`src/common/afi_wresp_consts.svh`:
```
`ifndef AFI_WRESP_CONSTS_SVH
`define AFI_WRESP_CONSTS_SVH

// compressor channels sharing one AXI HP port
`define AFI_CHANNELS  4

// chunk pointers and buffer lengths in 32-byte chunks
`define AFI_PTR_W     27

// write response id laid out as {unused, burst-1[1:0], eof, chn[1:0]}
`define AFI_ID_W      6

// pointer memory with a current and an eof entry for every channel
`define AFI_PTR_DEPTH 8

`endif

```
`src/common/afi_wresp_pkg.sv`:
```
`default_nettype none

`include "afi_wresp_consts.svh"

package afi_wresp_pkg;

    typedef logic [`AFI_PTR_W-1:0]               chunk_ptr_t; // pointer or length, in chunks
    typedef logic [$clog2(`AFI_CHANNELS)-1:0]    chn_t;       // compressor channel number
    typedef logic [$clog2(`AFI_PTR_DEPTH)-1:0]   ptr_addr_t;  // {eof, chn} into pointer memory
    typedef logic [2:0]                          chunk_inc_t; // chunks per burst, 1..4
    typedef logic [`AFI_CHANNELS-1:0]            chn_mask_t;  // one bit per channel
    typedef logic [`AFI_ID_W-1:0]                resp_id_t;   // AXI bid as sent by the mux

    // one write-back sequence, shared by the response update and the clear
    typedef enum logic [2:0] {
        UPD_IDLE,   // waiting for a response or a clear request
        UPD_READ,   // read current pointer, add burst size
        UPD_WRAP,   // subtract buffer length
        UPD_WR_CUR, // write current pointer
        UPD_WR_EOF  // write frame pointer, eof bursts only
    } upd_state_t;

endpackage

`default_nettype wire

```
`src/wresp/wresp_id_decode.sv`:
```
`timescale 1ns/1ps
`default_nettype none

// accepts AXI write responses one at a time and runs the pointer update sequence
module wresp_id_decode (
    input  wire                            hclk,
    input  wire                            start_resetting_w,
    input  wire                            en,             // low - accept and drop every response
    input  wire                            afi_bvalid,
    input  wire afi_wresp_pkg::resp_id_t   afi_bid,        // {-, burst-1, eof, chn}
    input  wire                            clear_busy,     // pointer clear running or starting
    output wire                            afi_bready,
    output afi_wresp_pkg::chn_mask_t       eof_written,    // frame end confirmed, one pulse
    output wire                            resp_pending,   // keeps the clear arbiter off
    output afi_wresp_pkg::upd_state_t      upd_state,
    output afi_wresp_pkg::chn_t            upd_chn,
    output logic                           upd_eof_burst,
    output afi_wresp_pkg::chunk_inc_t      upd_inc
);

    afi_wresp_pkg::upd_state_t state_nx;   // next update state
    logic                      bready_r;   // ready while idle and no clear
    logic                      accept;     // response handshake this cycle
    logic                      take;       // handshake that starts an update

    assign afi_bready   = !en || bready_r;            // disabled block swallows responses
    assign accept       = afi_bvalid && afi_bready;
    assign take         = accept && en && (upd_state == afi_wresp_pkg::UPD_IDLE);
    assign resp_pending = afi_bvalid || (upd_state != afi_wresp_pkg::UPD_IDLE);

    always_comb begin
        state_nx = upd_state;
        case (upd_state)
            afi_wresp_pkg::UPD_IDLE: begin
                if (take) begin
                    state_nx = afi_wresp_pkg::UPD_READ;
                end
            end
            afi_wresp_pkg::UPD_READ: begin
                state_nx = afi_wresp_pkg::UPD_WRAP;
            end
            afi_wresp_pkg::UPD_WRAP: begin
                state_nx = afi_wresp_pkg::UPD_WR_CUR;
            end
            afi_wresp_pkg::UPD_WR_CUR: begin
                // frame pointer copy only at the end of a frame
                state_nx = upd_eof_burst ? afi_wresp_pkg::UPD_WR_EOF : afi_wresp_pkg::UPD_IDLE;
            end
            default: begin
                state_nx = afi_wresp_pkg::UPD_IDLE;      // UPD_WR_EOF ends the sequence
            end
        endcase
        if (!en) begin
            state_nx = afi_wresp_pkg::UPD_IDLE;          // held idle while disabled
        end
    end

    always_ff @(posedge hclk) begin
        if (start_resetting_w) begin
            upd_state   <= afi_wresp_pkg::UPD_IDLE;
            bready_r    <= 1'b0;
            eof_written <= '0;
        end else begin
            upd_state <= state_nx;
            bready_r  <= en && (state_nx == afi_wresp_pkg::UPD_IDLE) && !clear_busy; // drops on accept
            if (en && upd_eof_burst && (upd_state == afi_wresp_pkg::UPD_READ)) begin
                eof_written <= afi_wresp_pkg::chn_mask_t'(1) << upd_chn; // edge after accept
            end else begin
                eof_written <= '0;
            end
        end
    end

    // id fields, held for the whole update
    always_ff @(posedge hclk) begin
        if (take) begin
            upd_chn       <= afi_bid[1:0];
            upd_eof_burst <= afi_bid[2];
            upd_inc       <= {1'b0, afi_bid[4:3]} + 3'd1; // burst field is chunks minus one
        end
    end

endmodule

`default_nettype wire

```
`src/wresp/wresp_clear_arbiter.sv`:
```
`timescale 1ns/1ps
`default_nettype none

`include "afi_wresp_consts.svh"

// queues pointer clear requests and zeroes one channel's pointer pair at a time
module wresp_clear_arbiter (
    input  wire                            hclk,
    input  wire                            start_resetting_w,
    input  wire                            en,
    input  wire afi_wresp_pkg::chn_mask_t  reset_pointers,  // per-channel request pulses
    input  wire                            resp_pending,    // response waiting or updating
    output wire                            clear_busy,
    output afi_wresp_pkg::upd_state_t      clear_state,
    output afi_wresp_pkg::chn_t            clear_chn
);

    afi_wresp_pkg::chn_mask_t req_r;     // sticky requests, lowest channel served first
    afi_wresp_pkg::chn_mask_t done_mask; // request served by this cycle's eof write
    afi_wresp_pkg::chn_t      pick_chn;  // lowest requesting channel
    logic                     en_d;      // en delayed, for the rising edge
    logic                     clear_go;  // start a clear at the next edge

    always_comb begin
        pick_chn = '0;
        for (int i = `AFI_CHANNELS - 1; i >= 0; i--) begin
            if (req_r[i]) begin
                pick_chn = afi_wresp_pkg::chn_t'(i); // lower index overrides
            end
        end
    end

    assign clear_go   = en && (clear_state == afi_wresp_pkg::UPD_IDLE) && (|req_r) && !resp_pending;
    assign clear_busy = clear_go || (clear_state != afi_wresp_pkg::UPD_IDLE); // holds bready low
    assign done_mask  = (clear_state == afi_wresp_pkg::UPD_WR_EOF) ?
                        afi_wresp_pkg::chn_mask_t'(1) << clear_chn : '0;

    always_ff @(posedge hclk) begin
        if (start_resetting_w) begin
            en_d        <= 1'b0;
            req_r       <= '0;
            clear_state <= afi_wresp_pkg::UPD_IDLE;
        end else begin
            en_d <= en;
            if (en && !en_d) begin
                req_r <= '1;                                   // enable clears every channel
            end else begin
                req_r <= (req_r & ~done_mask) | reset_pointers;
            end
            if (!en) begin
                clear_state <= afi_wresp_pkg::UPD_IDLE;
            end else begin
                case (clear_state)
                    afi_wresp_pkg::UPD_IDLE: begin
                        if (clear_go) begin
                            clear_state <= afi_wresp_pkg::UPD_WR_CUR;
                        end
                    end
                    afi_wresp_pkg::UPD_WR_CUR: begin
                        clear_state <= afi_wresp_pkg::UPD_WR_EOF;   // second entry of the pair
                    end
                    default: begin
                        clear_state <= afi_wresp_pkg::UPD_IDLE;
                    end
                endcase
            end
        end
    end

    // channel latched at start, stable for both writes
    always_ff @(posedge hclk) begin
        if (clear_go) begin
            clear_chn <= pick_chn;
        end
    end

endmodule

`default_nettype wire

```
`src/wresp/wresp_ptr_update.sv`:
```
`timescale 1ns/1ps
`default_nettype none

`include "afi_wresp_consts.svh"

// buffer length memory, chunk pointer memory and the pointer arithmetic
module wresp_ptr_update (
    input  wire                              hclk,
    input  wire afi_wresp_pkg::chunk_ptr_t   length_di,     // buffer length in chunks
    input  wire afi_wresp_pkg::chn_t         length_wa,
    input  wire                              length_we,
    input  wire afi_wresp_pkg::ptr_addr_t    chunk_ptr_ra,  // {eof, chn}
    output wire afi_wresp_pkg::chunk_ptr_t   chunk_ptr_rd,  // unregistered read
    input  wire afi_wresp_pkg::upd_state_t   upd_state,
    input  wire afi_wresp_pkg::chn_t         upd_chn,
    input  wire                              upd_eof_burst,
    input  wire afi_wresp_pkg::chunk_inc_t   upd_inc,
    input  wire afi_wresp_pkg::upd_state_t   clear_state,
    input  wire afi_wresp_pkg::chn_t         clear_chn
);

    afi_wresp_pkg::chunk_ptr_t len_mem [`AFI_CHANNELS];   // per-channel buffer length
    afi_wresp_pkg::chunk_ptr_t ptr_mem [`AFI_PTR_DEPTH];  // current 0..3, frame end 4..7

    afi_wresp_pkg::chunk_ptr_t sum_r;       // pointer advanced by the burst
    logic [`AFI_PTR_W:0]       diff_r;      // sum minus length, msb is the sign
    afi_wresp_pkg::chunk_ptr_t ptr_di;      // write-back data
    afi_wresp_pkg::ptr_addr_t  ptr_wa;      // write-back address
    afi_wresp_pkg::ptr_addr_t  cur_ra;      // current pointer of the updated channel
    afi_wresp_pkg::chn_t       wr_chn;
    logic                      clr_act;     // clear owns the write port
    logic                      wr_cur;
    logic                      wr_eof;
    logic                      ptr_we;

    assign chunk_ptr_rd = ptr_mem[chunk_ptr_ra];

    assign clr_act = (clear_state != afi_wresp_pkg::UPD_IDLE);
    // sequencers exclude each other, so the two sources just merge
    assign wr_cur  = (upd_state == afi_wresp_pkg::UPD_WR_CUR) ||
                     (clear_state == afi_wresp_pkg::UPD_WR_CUR);
    assign wr_eof  = ((upd_state == afi_wresp_pkg::UPD_WR_EOF) && upd_eof_burst) ||
                     (clear_state == afi_wresp_pkg::UPD_WR_EOF);
    assign ptr_we  = wr_cur || wr_eof;
    assign wr_chn  = clr_act ? clear_chn : upd_chn;
    assign ptr_wa  = {wr_eof, wr_chn};                  // eof entry in the upper half
    assign cur_ra  = {1'b0, upd_chn};

    // past the end of buffer - take the wrapped value
    assign ptr_di  = clr_act ? '0 :
                     (diff_r[`AFI_PTR_W] ? sum_r : diff_r[`AFI_PTR_W-1:0]);

    // software side length writes
    always_ff @(posedge hclk) begin
        if (length_we) begin
            len_mem[length_wa] <= length_di;
        end
    end

    // read, add, wrap
    always_ff @(posedge hclk) begin
        if (upd_state == afi_wresp_pkg::UPD_READ) begin
            sum_r <= ptr_mem[cur_ra] + afi_wresp_pkg::chunk_ptr_t'(upd_inc);
        end
        if (upd_state == afi_wresp_pkg::UPD_WRAP) begin
            diff_r <= {1'b0, sum_r} - {1'b0, len_mem[upd_chn]}; // negative - no wrap
        end
    end

    // single write port, current then eof entry holding the same value
    always_ff @(posedge hclk) begin
        if (ptr_we) begin
            ptr_mem[ptr_wa] <= ptr_di;
        end
    end

endmodule

`default_nettype wire

```
`src/hdl/afi_wresp_top.sv`:
```
`timescale 1ns/1ps
`default_nettype none

// write response pointer tracker for the four compressor channels on one AXI HP port
module afi_wresp_top (
    input  wire                              hclk,
    input  wire                              start_resetting_w,
    input  wire                              en,              // rising edge clears all pointers
    input  wire afi_wresp_pkg::chunk_ptr_t   length_di,
    input  wire afi_wresp_pkg::chn_t         length_wa,
    input  wire                              length_we,
    input  wire afi_wresp_pkg::chn_mask_t    reset_pointers,
    input  wire afi_wresp_pkg::ptr_addr_t    chunk_ptr_ra,
    output wire afi_wresp_pkg::chunk_ptr_t   chunk_ptr_rd,
    output wire afi_wresp_pkg::chn_mask_t    eof_written,
    input  wire                              afi_bvalid,
    output wire                              afi_bready,
    input  wire afi_wresp_pkg::resp_id_t     afi_bid
);

    wire afi_wresp_pkg::upd_state_t upd_state;     // response update step
    wire afi_wresp_pkg::chn_t       upd_chn;
    wire                            upd_eof_burst;
    wire afi_wresp_pkg::chunk_inc_t upd_inc;
    wire afi_wresp_pkg::upd_state_t clear_state;   // clear step, same encoding
    wire afi_wresp_pkg::chn_t       clear_chn;
    wire                            clear_busy;
    wire                            resp_pending;

    wresp_id_decode u_id_decode (
        .hclk              (hclk),
        .start_resetting_w (start_resetting_w),
        .en                (en),
        .afi_bvalid        (afi_bvalid),
        .afi_bid           (afi_bid),
        .clear_busy        (clear_busy),
        .afi_bready        (afi_bready),
        .eof_written       (eof_written),
        .resp_pending      (resp_pending),
        .upd_state         (upd_state),
        .upd_chn           (upd_chn),
        .upd_eof_burst     (upd_eof_burst),
        .upd_inc           (upd_inc)
    );

    wresp_clear_arbiter u_clear_arbiter (
        .hclk              (hclk),
        .start_resetting_w (start_resetting_w),
        .en                (en),
        .reset_pointers    (reset_pointers),
        .resp_pending      (resp_pending),
        .clear_busy        (clear_busy),
        .clear_state       (clear_state),
        .clear_chn         (clear_chn)
    );

    wresp_ptr_update u_ptr_update (
        .hclk              (hclk),
        .length_di         (length_di),
        .length_wa         (length_wa),
        .length_we         (length_we),
        .chunk_ptr_ra      (chunk_ptr_ra),
        .chunk_ptr_rd      (chunk_ptr_rd),
        .upd_state         (upd_state),
        .upd_chn           (upd_chn),
        .upd_eof_burst     (upd_eof_burst),
        .upd_inc           (upd_inc),
        .clear_state       (clear_state),
        .clear_chn         (clear_chn)
    );

endmodule

`default_nettype wire

```
`config.mk`:
```
export PLATFORM = sky130hd
export DESIGN_NAME = afi_wresp_top
export DESIGN_NICKNAME = d
export VERILOG_FILES = /design/src/common/afi_wresp_pkg.sv /design/src/wresp/wresp_id_decode.sv /design/src/wresp/wresp_clear_arbiter.sv /design/src/wresp/wresp_ptr_update.sv /design/src/hdl/afi_wresp_top.sv
export VERILOG_INCLUDE_DIRS = /design/src /design/src/common
export SDC_FILE = /design/constraint.sdc
export NUM_CORES = 1
export LEC_CHECK = 0
export BUFFER_PORTS_ARGS = -buffer_cell sky130_fd_sc_hd__buf_2
export CAP_MARGIN = 40
export CORE_ASPECT_RATIO = 1.75
export CORE_UTILIZATION = 60
export DETAILED_ROUTE_END_ITERATION = 6
export PLACE_DENSITY = 0.78
export SYNTH_ARGS = -nofsm -noshare
export SYNTH_HDL_FRONTEND = slang
export SYNTH_HIERARCHICAL = 1
export SYNTH_SLANG_ARGS = --single-unit
```
`constraint.sdc`:
```
create_clock -name hclk -period 8.27 [get_ports hclk]
set_input_delay 1.2405 -clock hclk [delete_from_list [all_inputs] [get_ports hclk]]
set_output_delay 1.2405 -clock hclk [all_outputs]
set_load 0.05 [all_outputs]
```
==> results.py <==
metrics = {
    "status": {
        "status": "finished, final reports clean",
    },
    "detailed_routing": {
        "viasPerCell": 6.13,
        "drc": 0,
        "wl_mm": 34.0,
        "vias": 9268,
        "drt-initial-drc-count": 743,
        "routedWlPerCell_um": 22.5,
        "firstDrtPassIters": 5,
        "detail-route-antenna-nets": 0,
    },
    "synthesis": {
        "synth_edf_count": 387,
        "synth_nets": 1091,
        "ys_warn_count": 6,
        "synth-seq-cells": 402,
        "synthTopCellsByArea": "edfxtp_1 65%, mux4_2 13%, ha_1 2.3%, xnor2_1 1.9%, mux2_2 1.7%",
        "yosys.area.top_type_share_pct": 65.2,
        "synth_top_flop_cell": "edfxtp_1",
        "syn_area_per_cell_um2": 17.7,
        "synth_cell_types": 76,
        "synth.cells.most_frequent": "387 x edfxtp_1, 100 x mux4_2, 68 x nor2_1",
        "async_reset_ff_share_pct": 0,
        "synthesis.area_mm2": 0.0178,
        "synthCells": 1009,
        "yosysMostFrequentCell": "edfxtp_1",
        "seq_area_frac_synth_pct": 66.9,
        "yosysTopAreaCell": "edfxtp_1",
    },
    "power": {
        "p_per_area_mw_per_mm2": 206,
        "p_leak_nw": 6.79,
        "max-vdd-ir-drop_mv": 0.180,
    },
    "timing": {
        "hold_viol": 0,
        "skew_ns": 0.0183,
        "fin_crit_sh_pct": 53.1,
        "final_max_slew_viol_count": 0,
        "fmax_mhz": 228,
        "setup_viol": 0,
        "min_period_ns": 4.39,
        "rsz0062_at_grt": "no",
        "worst_pin_slew_ns": 0.795,
        "max-slew-margin-rel_pct": 46.6,
        "finalSetupTns_ns": 0,
    },
    "layout": {
        "stdcell_area_mm2": 0.0198,
        "diodes": 0,
        "synthToLayoutAreaGrowth_pct": 11.1,
        "nets": 1188,
        "drive_gt1_share_pct": 26.8,
        "fillers": 1931,
    },
    "global_route": {
        "use_met1_pct": 27.3,
        "antenna_found_initial": 0,
        "grt_use_total_pct": 23.2,
        "grt_pass1_wl_mm": 53.0,
        "top_usage_layer": "met2",
        "globalRouteOverflowTotal": 0,
        "use_met3_pct": 2.93,
        "grt_max_degree": 60,
        "grt_pass1_vias": 9634,
        "globalRouteMet2Util_pct": 43.7,
    },
    "clock_tree": {
        "cts_tree": "done",
        "cts_buffers": 34,
        "cts_root_buf": "clkbuf_16",
        "cts_resized": 0,
        "insertion_delay_ns": 0.53,
        "clkTransAtPathRegs_ns": 0.06,
        "cts_max_path_buffers": 3,
        "post_cts_buffers": 0,
        "cts_htree_levels": 2,
        "clock_sinks": 402,
        "cts_hold_buf": 0,
    },
    "worst_setup_path": {
        "startpoint": "chunk_ptr_ra[0]",
        "worstReg2RegEnd": "u_ptr_update/diff_r[24]$_DFFE_PN_",
        "slowest_stage": "mux4_2",
        "cpLargestDelayFamily": "buffers and inverters",
        "r2r_cells": 11,
        "cp_common_cell": "buf_4",
        "cp-end-kind": "output pin",
        "required_ns": 7.03,
        "timing.critical_path.to": "chunk_ptr_rd[3]",
        "crit_chain": "buf_4 > buf_4 > buf_16 > mux4_2 > mux2_2 > buf_2",
        "crit_type": "in -> out",
        "cpPeakStageDelay_ns": 0.57,
        "cp.depth": 6,
        "crit_arrival_ns": 3.15,
        "path_buf_inv": 4,
        "rr_startpoint": "u_id_decode/upd_chn[0]$_DFFE_PP_",
        "r2r_slack_ns": 4.48,
        "start_kind": "primary input",
        "cp_max_fo": 39,
    },
    "floorplan": {
        "ios": 79,
        "initial_core_util_pct": 60.8,
        "die-area_mm2": 0.0304,
        "fp.coreArea_mm2": 0.0293,
        "die_w_um": 132,
        "die_h_um": 230,
        "fp-row-count": 83,
    },
    "placed_design": {
        "place_area_mm2": 0.0187,
        "routabilityCongestion": 0.864,
        "hpwl_mm": 21.9,
        "numPortBuffers": 77,
    },
    "worst_hold_path": {
        "hp-class": "reg -> reg",
    },
    "job": {
        "cap_violations": 0,
    },
}
==> sequential cells by signal, indices dropped and copies added (netlist names), 2 cells and up <==
register                     flops
u_ptr_update/len_mem           108
u_id_decode/eof_written          4
u_ptr_update/ptr_mem           216
u_clear_arbiter/clear_state      2
u_clear_arbiter/clear_chn        2
u_id_decode/upd_state            3
u_ptr_update/sum_r              27
u_clear_arbiter/req_r            4
u_ptr_update/diff_r             28
u_id_decode/upd_inc              3
u_id_decode/upd_chn              2
==> cell usage in the layout, fill, tap and decap left out, drive strengths merged, types with 7 or more instances in the layout <==
master,n
a21oi,35
and3,7
buf,100
clkbuf,41
clkinv,13
dfxtp,15
edfxtp,387
ha,33
inv,43
mux2,27
mux2i,27
mux4,108
nand2,40
nand3,11
nand4,8
nor2,69
nor3,13
o21ai,16
xnor2,39
xor2,12
==> through the flow <==
step | utilization, % | instances | setup slack (ns) | power, mW | hold WS [ns]
after floorplan | - | 1009 | 4.20 | 2.52 | 0.460
after global placement | 63.7 | 1449 | 3.59 | 2.59 | 0.483
after detailed placement | 64.0 | 1452 | 3.86 | 2.60 | 0.502
after CTS | 67.6 | 1512 | 3.83 | 4.10 | 0.510
after global routing | 67.6 | 1512 | 3.77 | 4.20 | 0.523
final | 67.6 | 1512 | 3.88 | 4.07 | 0.514
==> worst min path at each step <==
| stage | to | slack (ns) | cells after the start | start |
|---|---|---|---|---|
| 2_1_floorplan | u_clear_arbiter/req_r[0]$_SDFF_PP0_ | 0.46 | 2 | u_clear_arbiter/req_r[0]$_SDFF_PP0_ |
| 3_3_place_gp | u_clear_arbiter/req_r[0]$_SDFF_PP0_ | 0.48 | 2 | u_clear_arbiter/req_r[0]$_SDFF_PP0_ |
| 3_5_place_dp | u_clear_arbiter/req_r[0]$_SDFF_PP0_ | 0.50 | 2 | u_clear_arbiter/req_r[0]$_SDFF_PP0_ |
| 4_1_cts | u_clear_arbiter/req_r[0]$_SDFF_PP0_ | 0.51 | 2 | u_clear_arbiter/req_r[0]$_SDFF_PP0_ |
| 5_1_grt | u_clear_arbiter/req_r[0]$_SDFF_PP0_ | 0.52 | 2 | u_clear_arbiter/req_r[0]$_SDFF_PP0_ |
| 6_report | u_clear_arbiter/req_r[0]$_SDFF_PP0_ | 0.51 | 2 | u_clear_arbiter/req_r[0]$_SDFF_PP0_ |
==> worst reg2reg max path: stages, from the launching register on <==
cell	delay (ns)
edfxtp_1	0.33
buf_4	0.45
mux4_2	0.60
ha_1	0.23
fa_1	0.41
nor2b_1	0.20
o2111ai_1	0.17
nand2_1	0.19
a311oi_2	0.16
o21ai_1	0.41
a211oi_1	0.21
xnor2_1	0.17
==> layout make-up <==
class                   count  area [um^2]  area share, %
clock buffers              41          877           4.43
clock inverters            19          160          0.810
inverters                  41          154          0.778
multi-input cells         527         5570           28.2
flip-flops and latches    402        11900           60.3
well taps                 382          478           2.42
repair buffers            100          621           3.14
==> logic make-up after synthesis <==
kind of cell | synth area share, %
compound gates | 3.34
xor+xnor | 2.51
fa+ha+maj | 2.54
buf+inv | 2.03
flops | 66.9
mux | 17.0
simple gates | 5.61
==> power by group <==
part | leakage [nW] | switching (mW) | internal, mW
Combinational | 2.66 | 0.168 | 0.109
Sequential | 3.63 | 0.0112 | 2.26
Clock | 0.502 | 0.691 | 0.826
==> per-layer routing <==
metal / up-vias / share of wire, %
met5: - / 0
met4: 0 / 2.4
met3: 53 / 3.9
met2: 255 / 56
met1: 4727 / 38
li1: 4233 / -
No activity file was read; power rests on OpenSTA's default activity.
